===== src/dehaze_defs.svh =====
`ifndef DEHAZE_DEFS_SVH
`define DEHAZE_DEFS_SVH

// image geometry
`define IMG_SIDE 8
`define COORD_W 3               // enough for IMG_SIDE positions
`define ADDR_W 6                // y and x side by side

`define PIX_W 8
`define PIX_MAX ((1 << `PIX_W) - 1)

// transmission, percent
`define T_MIN 25
`define T_SPAN 75
`define T_STEP 5                // width of one factor bucket
`define TRANS_W 7

`define FACTOR_SHIFT 4          // factor is in sixteenths
`define FACTOR_W 7

`endif


===== src/pixel_pkg.sv =====
`include "dehaze_defs.svh"

package pixel_pkg;

    typedef logic [`PIX_W-1:0] channel_t;

    typedef struct packed {
        channel_t r;
        channel_t g;
        channel_t b;
    } rgb_t;

    typedef logic [`PIX_W-1:0] dark_t;
    typedef logic [`TRANS_W-1:0] trans_t;     // 25 to 100
    typedef logic [`FACTOR_W-1:0] factor_t;
    typedef logic [3:0] bucket_t;

    localparam int NUM_BUCKETS = 15;

    // roughly 1/t in sixteenths, bucket k covers t = 25 + 5k
    localparam factor_t FACTOR_TABLE [NUM_BUCKETS] = '{
        7'd64, 7'd48, 7'd43, 7'd38, 7'd34,
        7'd32, 7'd29, 7'd26, 7'd24, 7'd22,
        7'd21, 7'd19, 7'd18, 7'd18, 7'd16
    };

endpackage


===== src/dehaze_ctrl_pkg.sv =====
`include "dehaze_defs.svh"

package dehaze_ctrl_pkg;

    typedef logic [`COORD_W-1:0] coord_t;
    typedef logic [`ADDR_W-1:0] addr_t;

    typedef struct packed {
        coord_t x;
        coord_t y;
    } pos_t;

    typedef enum logic [2:0] {
        LOAD,
        DARK,
        TRANS,
        OUTPUT,
        FINISH
    } pass_state_t;

    typedef enum logic [1:0] {
        HOLD,       // only load strobes move the position
        INTERIOR,
        FULL
    } walk_mode_t;

    function automatic addr_t pos_addr(pos_t p);
        return addr_t'(p.y * `IMG_SIDE + p.x);
    endfunction

endpackage


===== src/dark_channel.sv =====
`timescale 1ns/1ns
`include "dehaze_defs.svh"

module dark_channel (
    input  logic                  clk,
    input  logic                  rst,
    input  logic                  dark_en,
    input  dehaze_ctrl_pkg::pos_t pos,
    input  pixel_pkg::rgb_t [8:0] window,
    output pixel_pkg::dark_t      dark
);

    localparam int DEPTH = `IMG_SIDE * `IMG_SIDE;

    pixel_pkg::dark_t dark_mem [DEPTH];
    pixel_pkg::dark_t win_min;

    function automatic pixel_pkg::dark_t min2(pixel_pkg::dark_t a, pixel_pkg::dark_t b);
        return (a < b) ? a : b;
    endfunction

    // min over nine pixels of min(r, g, b)
    always_comb begin
        win_min = '1;
        for (int i = 0; i < 9; i++) begin
            win_min = min2(win_min, min2(window[i].r, min2(window[i].g, window[i].b)));
        end
    end

    always_ff @(posedge clk) begin
        if (dark_en && !rst) begin
            dark_mem[dehaze_ctrl_pkg::pos_addr(pos)] <= win_min;
        end
    end

    assign dark = dark_mem[dehaze_ctrl_pkg::pos_addr(pos)];

endmodule


===== config.mk =====
export PLATFORM = sky130hd
export DESIGN_NAME = dark_channel
export DESIGN_NICKNAME = d
export VERILOG_FILES = /design/src/pixel_pkg.sv /design/src/dehaze_ctrl_pkg.sv /design/src/dark_channel.sv
export VERILOG_INCLUDE_DIRS = /design/src
export SDC_FILE = /design/constraint.sdc
export NUM_CORES = 1
export LEC_CHECK = 0
export BUFFER_PORTS_ARGS = -buffer_cell sky130_fd_sc_hd__buf_2
export CORE_ASPECT_RATIO = 0.8
export CORE_MARGIN = 5
export CORE_UTILIZATION = 60
export CTS_CLUSTER_DIAMETER = 150
export DETAILED_ROUTE_END_ITERATION = 12
export GPL_ROUTABILITY_DRIVEN = 0
export PLACE_DENSITY = 0.8
export SLEW_MARGIN = 30
export SYNTH_ARGS = -nofsm -noshare
export SYNTH_HDL_FRONTEND = slang
export SYNTH_SLANG_ARGS = --single-unit

===== constraint.sdc =====
create_clock -name clk -period 28.6 [get_ports clk]
set_clock_uncertainty 0.1 [all_clocks]
set_input_delay 2.86 -clock clk [delete_from_list [all_inputs] [get_ports clk]]
set_output_delay 2.86 -clock clk [all_outputs]
set_load 0.03 [all_outputs]

==> results of run 1 <==
## cells by family after synthesis
group	share of synthesized area (%)
buf+inv	3.472
simple gates	6.452
flops	59.17
mux	5.441
fa+ha+maj	8.368
compound gates	17.10
## how the worst max path moves through the flow
stage / startpoint / to / slack, ns / depth (start not counted)
after floorplan: window[30] / dark_mem[0][3] / 6.72 / 77
after global placement: window[30] / dark_mem[16][4] / 7.26 / 75
after detailed placement: window[28] / dark_mem[17][4] / 6.41 / 75
after CTS: window[30] / dark_mem[60][4] / 6.92 / 75
after global routing: window[30] / dark_mem[41][5] / 5.41 / 77
final: window[28] / dark_mem[44][5] / 6.73 / 75
## placed cells by master, fill, tap and decap left out, types with 58 or more instances in the layout
master,instances
nand2_1,77
buf_2,232
nor2_1,138
ha_1,173
a31oi_1,66
edfxtp_1,512
a22oi_1,142
a22o_1,58
a21oi_1,89
a221oi_1,61
mux2i_1,74
inv_1,156
## area by class of cell
| cell class | count | share of cell area (%) |
|---|---|---|
| multi-input combinational | 1269 | 33.74 |
| sequential | 512 | 52.48 |
| clock inverter | 25 | 0.6620 |
| inverter | 156 | 1.999 |
| clock buffer | 59 | 4.168 |
| timing repair buffer | 255 | 4.553 |
| tap | 560 | 2.392 |
## layer usage
layer  up-vias  global-route usage (%)  wire length [µm]
li1       8401                       -                 -
met1      8861                   36.89             25700
met2      1113                   44.21             31420
met3       128                   5.707              7424
met4         2                   6.744              1538
met5         -                       0                13
## through the flow
stage               hold slack [ns]  instances  util, %
global route                  3.282       2836    68.18
CTS                           3.227       2836    68.12
global placement              3.526       2752    64.80
detailed placement            3.530       2752    64.83
floorplan                     3.456       2019        -
finish                        3.257       2836    68.18
## worst max-delay path: cells and delay by family
| family | cells | cell delay [ns] |
|---|---|---|
| compound gates | 31 | 9.42 |
| buf+inv | 9 | 1.34 |
| fa+ha+maj | 10 | 3.03 |
| mux | 9 | 3.04 |
| simple gates | 16 | 2.28 |
==> flow_summary.toml, run 1 <==
[outcome]
status = "finished, final reports clean"

[die]
die_w_um = 242.7
core-area_um2 = 42970
rows = 68
initial_core_util_pct = 60.48
die_area_um2 = 47600
num_io_pins = 233
dieHeight_um = 196.1

[sta]
clock.fmax_ghz = 0.04572
setup_viol = 0
worst_pin_slew_ns = 0.9999
min_period_over_period_pct = 76.48
maxSlewViolCount = 0
fin_setup_tns_ns = 0
period_needed_ns = 21.87
hold_viol = 0
finalWorstSetupSlack_ns = 6.728
rsz0062_at_grt = "false"
slew_headroom_pct = 33.09

[layout]
layout.nets = 2638
largest_reg_flops = 512
fillCellCount = 2846
multi_input_area_um2 = 9886
layout-drive-gt1-share_pct = 18.59
final_cell_area_um2 = 29300
top_regs = "dark_mem: 512 flops"
seq_area_um2 = 15370
regMostFlops = "dark_mem"
area_growth_pct = 12.74
diodes = 0

[global_routing]
grt_max_degree = 65
grt_pass1_vias = 18600
grt_pass1_wl_mm = 101.7
grt_usage_pct = 26.77
antenna_found_initial = 1
grt.overflow.total = 0

[clock_tree]
postCtsHoldBufs = 0
htreeDepth = 2
cts_resized = 0
cts.clk_slew.worst_paths_ns = 0.06
clock_path_buffers = 3
clkSinkCount = 512
cts_made_buffers = 46
ctsRootBufferMaster = "clkbuf_16"
post_cts.repair.setup_buffers = 0
cts_tree = "done"

[logic_synthesis]
synth_nets = 2417
ys_top_cells_by_area = "edfxtp_1, ha_1, a22oi_1, mux2i_1, inv_1"
syn_inst = 2019
synth_edf_count = 512
async_flop_share_pct = 0
syn_area_per_cell_um2 = 12.87
synth.ff_latch_count = 512
yosysTopAreaCell = "edfxtp_1"
ys_seq_area_share_pct = 59.17
synth_area_um2 = 25990
synth_ff_type = "edfxtp_1"
synth_cell_type_count = 80
synth_common_cells = "edfxtp_1, ha_1, inv_1, nor2_1, a22oi_1"
netlist.area_leader.share_pct = 59.17
yosysMostFrequentCell = "edfxtp_1"
yosysWarnings = 0

[detailed_routing]
dr.pass1.iters = 5
drt-vias-per-instance = 6.525
totalWireLength_mm = 66.10
dr.first_iter.drc_count = 1997
ant_nets = 0
vias = 18510
wl_per_cell_um = 23.31
drc = 0

[placed_design]
port_buffers = 232
placed_area_um2 = 27850
pre_cts_ws_ns = 6.413
post-dp-hpwl_mm = 43.20

[hold_path]
min_delay_path_depth = 3
hp-start = "pos[0]"
hold_class = "primary input to flop"
worstHoldEndpoint = "dark_mem[8][7]"

[critical_path]
worstPathRequired_ns = 28.75
worst-path-max-fanout = 64
cp_data_arrival_time_ns = 22.02
end_kind = "flop"
slowest_stage = "a211oi_1"
slowest_delay_ns = 0.65
worst-setup-path-type = "primary input to flop"
path_common_cell = "ha_1"
setup.worst_path.start_class = "primary input"

[run]
cap_violations = 0
Power of run 1 is not shown: default switching activity piles up to over one toggle a cycle in this logic, so the estimate is an artifact.
==> run 2, diff against run 1 <==
--- a/config.mk
+++ b/config.mk
@@ -9,11 +9,11 @@
 export BUFFER_PORTS_ARGS = -buffer_cell sky130_fd_sc_hd__buf_2
 export CORE_ASPECT_RATIO = 0.8
 export CORE_MARGIN = 5
-export CORE_UTILIZATION = 60
+export CORE_UTILIZATION = 54
 export CTS_CLUSTER_DIAMETER = 150
 export DETAILED_ROUTE_END_ITERATION = 12
 export GPL_ROUTABILITY_DRIVEN = 0
-export PLACE_DENSITY = 0.8
+export PLACE_DENSITY = 0.76
 export SLEW_MARGIN = 30
 export SYNTH_ARGS = -nofsm -noshare
 export SYNTH_HDL_FRONTEND = slang
==> constraint.sdc (replaced) <==
create_clock -name clk -period 17.8 [get_ports clk]
set_clock_uncertainty 0.1 [all_clocks]
set_input_delay 1.78 -clock clk [delete_from_list [all_inputs] [get_ports clk]]
set_output_delay 1.78 -clock clk [all_outputs]
set_load 0.03 [all_outputs]
==> run 2 against run 1 <==
- flip-flop and latch count is the same
- wire length up 15%
- setup slack lost 6.4 ns
- sequential share of layout area down 3.2 points
- core utilization decreased by 2.3 points
- non-clock buffer count increased by 77
- cell count up 5.2%
==> flow_summary.toml, run 2 (same netlist as run 1, synthesis figures left out) <==
[outcome]
status = "finished, final reports clean"

[global_routing]
grt.overflow.total = 0
grt_usage_pct = 25.85
grt_pass1_wl_mm = 106.4
grt_max_degree = 65
antenna_found_initial = 3
grt_pass1_vias = 18930

[critical_path]
setup.worst_path.start_class = "primary input"
slowest_delay_ns = 0.46
worst-path-max-fanout = 16
slowest_stage = "a22oi_2"
cp_data_arrival_time_ns = 17.75
end_kind = "flop"
crit_path_start = "window[36]"
path_common_cell = "ha_1"
worst-setup-path-type = "primary input to flop"
worstPathRequired_ns = 18.11

[run]
cap_violations = 0

[layout]
top_regs = "dark_mem: 512 flops"
multi_input_area_um2 = 10660
final_cell_mix = "edfxtp_1, buf_2, ha_1, inv_1, a22oi_1"
seq_area_um2 = 15370
final_common_cell = "edfxtp_1"
fillCellCount = 3249
largest_reg_flops = 512
layout.nets = 2721
regMostFlops = "dark_mem"
layout-drive-gt1-share_pct = 25.41
fin_cells = 2984
area_growth_pct = 20.03

[sta]
hold_viol = 0
slew_headroom_pct = 31.56
min_period_over_period_pct = 97.95
maxSlewViolCount = 0
period_needed_ns = 17.43
setup_viol = 0
clock.fmax_ghz = 0.05736
fin_setup_tns_ns = 0
worst_pin_slew_ns = 1.024

[clock_tree]
clkSinkCount = 512
clock_path_buffers = 3
cts.clk_slew.worst_paths_ns = 0.07
htreeDepth = 2
ctsRootBufferMaster = "clkbuf_16"
cts_made_buffers = 48
cts_tree = "done"

[hold_path]
hold_class = "primary input to flop"
hp-start = "window[208]"

[die]
num_io_pins = 233
rows = 71
dieHeight_um = 206.2
core-area_um2 = 47350
initial_core_util_pct = 54.88
die_w_um = 255.3
die_area_um2 = 52640

[detailed_routing]
dr.pass1.iters = 6
ant_nets = 0
drc = 0
dr.first_iter.drc_count = 2253
drt-vias-per-instance = 6.508
totalWireLength_mm = 75.99
wl_per_cell_um = 25.46
vias = 19420

[placed_design]
post-dp-hpwl_mm = 46.36
dp.cells = 2823
port_buffers = 232
==> run 2: cell types whose count changed in the layout (fill, tap and decap cells not counted), moves of 10 or more <==
cell and delta:
mux2_4 +10, mux2_2 -10, buf_4 +43, ha_4 +19, mux2i_1 -17, buf_6 +11, clkbuf_16 +10, o21ai_0 -13
a21oi_1 -12, mux2i_2 +10, ha_1 -19, buf_12 +10
==> run 2: routing by layer <==
| layer | routed length, µm | GRT usage, % | share of wire, % |
|---|---|---|---|
| met5 | 0 | 0 | 0 |
| met2 | 35790 | 42.95 | 47 |
| met1 | 29130 | 35.01 | 38 |
| met4 | 2587 | 7.456 | 3.4 |
| met3 | 8469 | 5.121 | 11 |
==> run 2: path summary, 6_finish.rpt <==
kind,to,slack [ns],cells past startpoint
worst max-delay path,dark_mem[40][7],0.37,82
worst min-delay path,dark_mem[5][0],2.07,5
==> run 2: final cells by class <==
type                    count  area share (%)
flip-flops and latches    512           49.29
multi-input cells        1273           34.19
repair buffers            332           7.313
clock buffers              57           4.027
well taps                 620           2.487
inverters                 156           1.933
clock inverters            31          0.7341
diodes                      3         0.02407
==> run 2: through the flow <==
stage          hold WS (ns)  setup slack (ns)  utilization (%)  area, µm²
4_1_cts               2.104           0.03095            63.10      29880
3_5_place_dp          2.496           -0.9670            59.83      28330
3_3_place_gp          2.497          -0.09390            59.83      28330
2_1_floorplan         2.376          -0.09826                -      26430
6_report              2.065            0.3656            65.87      31190
5_1_grt               2.072           -0.2512            65.87      31190
==> run 2: worst max-delay path, delay by kind of cell <==
family                   cells  cell delay [ns]
buffers and inverters       12             1.49
AO/OA/AOI/OAI               32             6.22
AND/OR/NAND/NOR             20             3.09
multiplexers                 8             2.18
adder cells (fa/ha/maj)     10             2.93
==> run 2: repair_timing <==
item | in CTS | in global routing
pin swaps | 2 | 44
cloned | 0 | 19
hold buffers | 0 | 0
setup buffers | 3 | 48
resized for setup | 12 | 107
setup endpoints to repair | 512 | 512
Power of run 2 is left out for the same reason.
==> run 3, diff against run 2 <==
--- a/config.mk
+++ b/config.mk
@@ -14,6 +14,7 @@
 export DETAILED_ROUTE_END_ITERATION = 12
 export GPL_ROUTABILITY_DRIVEN = 0
 export PLACE_DENSITY = 0.76
+export RECOVER_POWER = 100
 export SLEW_MARGIN = 30
 export SYNTH_ARGS = -nofsm -noshare
 export SYNTH_HDL_FRONTEND = slang
==> run 3 against run 2 <==
- the run now ends with capacitance limit, slew limit left
- fmax is 0.13% lower
- core utilization is 0.24 points lower
- cell area is 0.36% lower
- wire length hardly changed
- via count hardly changed
- flip-flop and latch count stayed put
- critical path depth stayed put
- highest routed layer unchanged
- setup slack worse by 0.023 ns
- hold slack better by 0.0031 ns
- non-clock buffer count stayed put
- sequential share of layout area is 0.18 points higher
==> flow_summary.toml, run 3 (same netlist as run 1, synthesis figures left out) <==
[sta]
finalWorstSetupSlack_ns = 0.3425
worst_hold_slack_ns = 2.068
setup_viol = 0
worst_pin_slew_ns = 3.137
maxSlewViolCount = 502
hold_viol = 0
min_period_over_period_pct = 98.08
slew_headroom_pct = -109.2
clock.fmax_ghz = 0.05728
period_needed_ns = 17.46

[critical_path]
slowest_stage = "a22oi_2"
worstPathRequired_ns = 18.10
path_common_cell = "ha_1"
crit_buf_inv = 13
worst-setup-path-type = "primary input to flop"
worst-path-max-fanout = 8
end_kind = "flop"
cp_data_arrival_time_ns = 17.76
setup.worst_path.start_class = "primary input"
critPathTopFamily = "compound AO/OA/AOI/OAI gates"
slowest_delay_ns = 0.46

[global_routing]
grt.overflow.total = 0
grt_pass1_wl_mm = 106.4
grt_max_degree = 65
antenna_found_initial = 3
grt_pass1_vias = 18930
grt_usage_pct = 25.85

[die]
num_io_pins = 233
core-area_um2 = 47350
die_w_um = 255.3
rows = 71
die_area_um2 = 52640
dieHeight_um = 206.2
initial_core_util_pct = 54.88

[layout]
top_regs = "dark_mem: 512 flops"
final_cell_mix = "edfxtp_1, buf_2, ha_1, inv_1, a22oi_1"
largest_reg_flops = 512
final_common_cell = "edfxtp_1"
layout-drive-gt1-share_pct = 24.02
regMostFlops = "dark_mem"
layout.nets = 2721
area_growth_pct = 19.60
fillCellCount = 3283

[placed_design]
post-dp-hpwl_mm = 46.36
pre_cts_ws_ns = -0.9670
port_buffers = 232

[detailed_routing]
dr.pass1.iters = 6
vias = 19430
drc = 0
dr.first_iter.drc_count = 2284
wl_per_cell_um = 25.47
ant_nets = 0
drt-vias-per-instance = 6.512
totalWireLength_mm = 76.00

[clock_tree]
clkSinkCount = 512
cts_made_buffers = 48
cts.clk_slew.worst_paths_ns = 0.06
htreeDepth = 2
clock_path_buffers = 3
cts_tree = "done"
ctsRootBufferMaster = "clkbuf_16"
postCtsHoldBufs = 0

[outcome]
status = "finished with violations"
violations = "capacitance limit, slew limit"

[run]
cap_violations = 14

[hold_path]
hold_class = "primary input to flop"
-- run 3: cell types whose count changed in the layout (fill, tap and decap cells not counted), moves of 2 or more --
cell      delta
nor3b_1      +3
clkbuf_1    +24
nor2_2       -2
buf_2       -10
nor2_1       +3
buf_4       -14
nor3b_2      -3
-- run 3: path summary, 6_finish.rpt --
| check | from | end | cells after the start |
|---|---|---|---|
| setup / recovery | window[36] | dark_mem[15][7] | 82 |
| hold / removal | window[208] | dark_mem[37][0] | 5 |
-- run 3: metrics by stage --
stage	utilization [%]	setup TNS (ns)	cell area (µm²)	std cells
after CTS	63.10	0	29880	2914
after floorplan	-	-50.27	26430	2019
after global routing	65.64	-106.54	31080	2984
after detailed placement	59.83	-429.27	28330	2823
after global placement	59.83	-23.00	28330	2823
final	65.64	0	31080	2984
-- run 3: tightest hold or removal path, stage by stage --
cell,delay [ns]
buf_2,0.08
mux2i_1,0.18
mux2i_4,0.23
buf_12,0.15
clkbuf_16,0.17
-- run 3: what timing repair did --
action | CTS | global route
setup buffers | 3 | 48
gates cloned | 0 | 19
gates resized for setup | 12 | 107
pin swaps | 2 | 44
endpoints found under the setup margin | 512 | 512
-- run 3: routing by layer --
metal  GRT usage, %  vias to the layer above  wire length [µm]
met3          5.121                      206              8536
met2          42.95                     1253             35830
met1          35.01                     9362             29030
li1               -                     8610                 -
met5              0                        -                 0
met4          7.456                        0              2596
-- run 3: layout make-up --
type | count | area [µm²] | share of cell area [%]
Antenna cell | 3 | 7.507 | 0.02415
Clock buffer | 57 | 1256 | 4.042
Clock inverter | 31 | 229.0 | 0.7367
Inverter | 156 | 603.1 | 1.940
Multi-Input combinational cell | 1273 | 10620 | 34.16
Sequential cell | 512 | 15370 | 49.47
Tap cell | 620 | 775.7 | 2.496
Timing Repair Buffer | 332 | 2216 | 7.130
Power of run 3 is left out for the same reason.
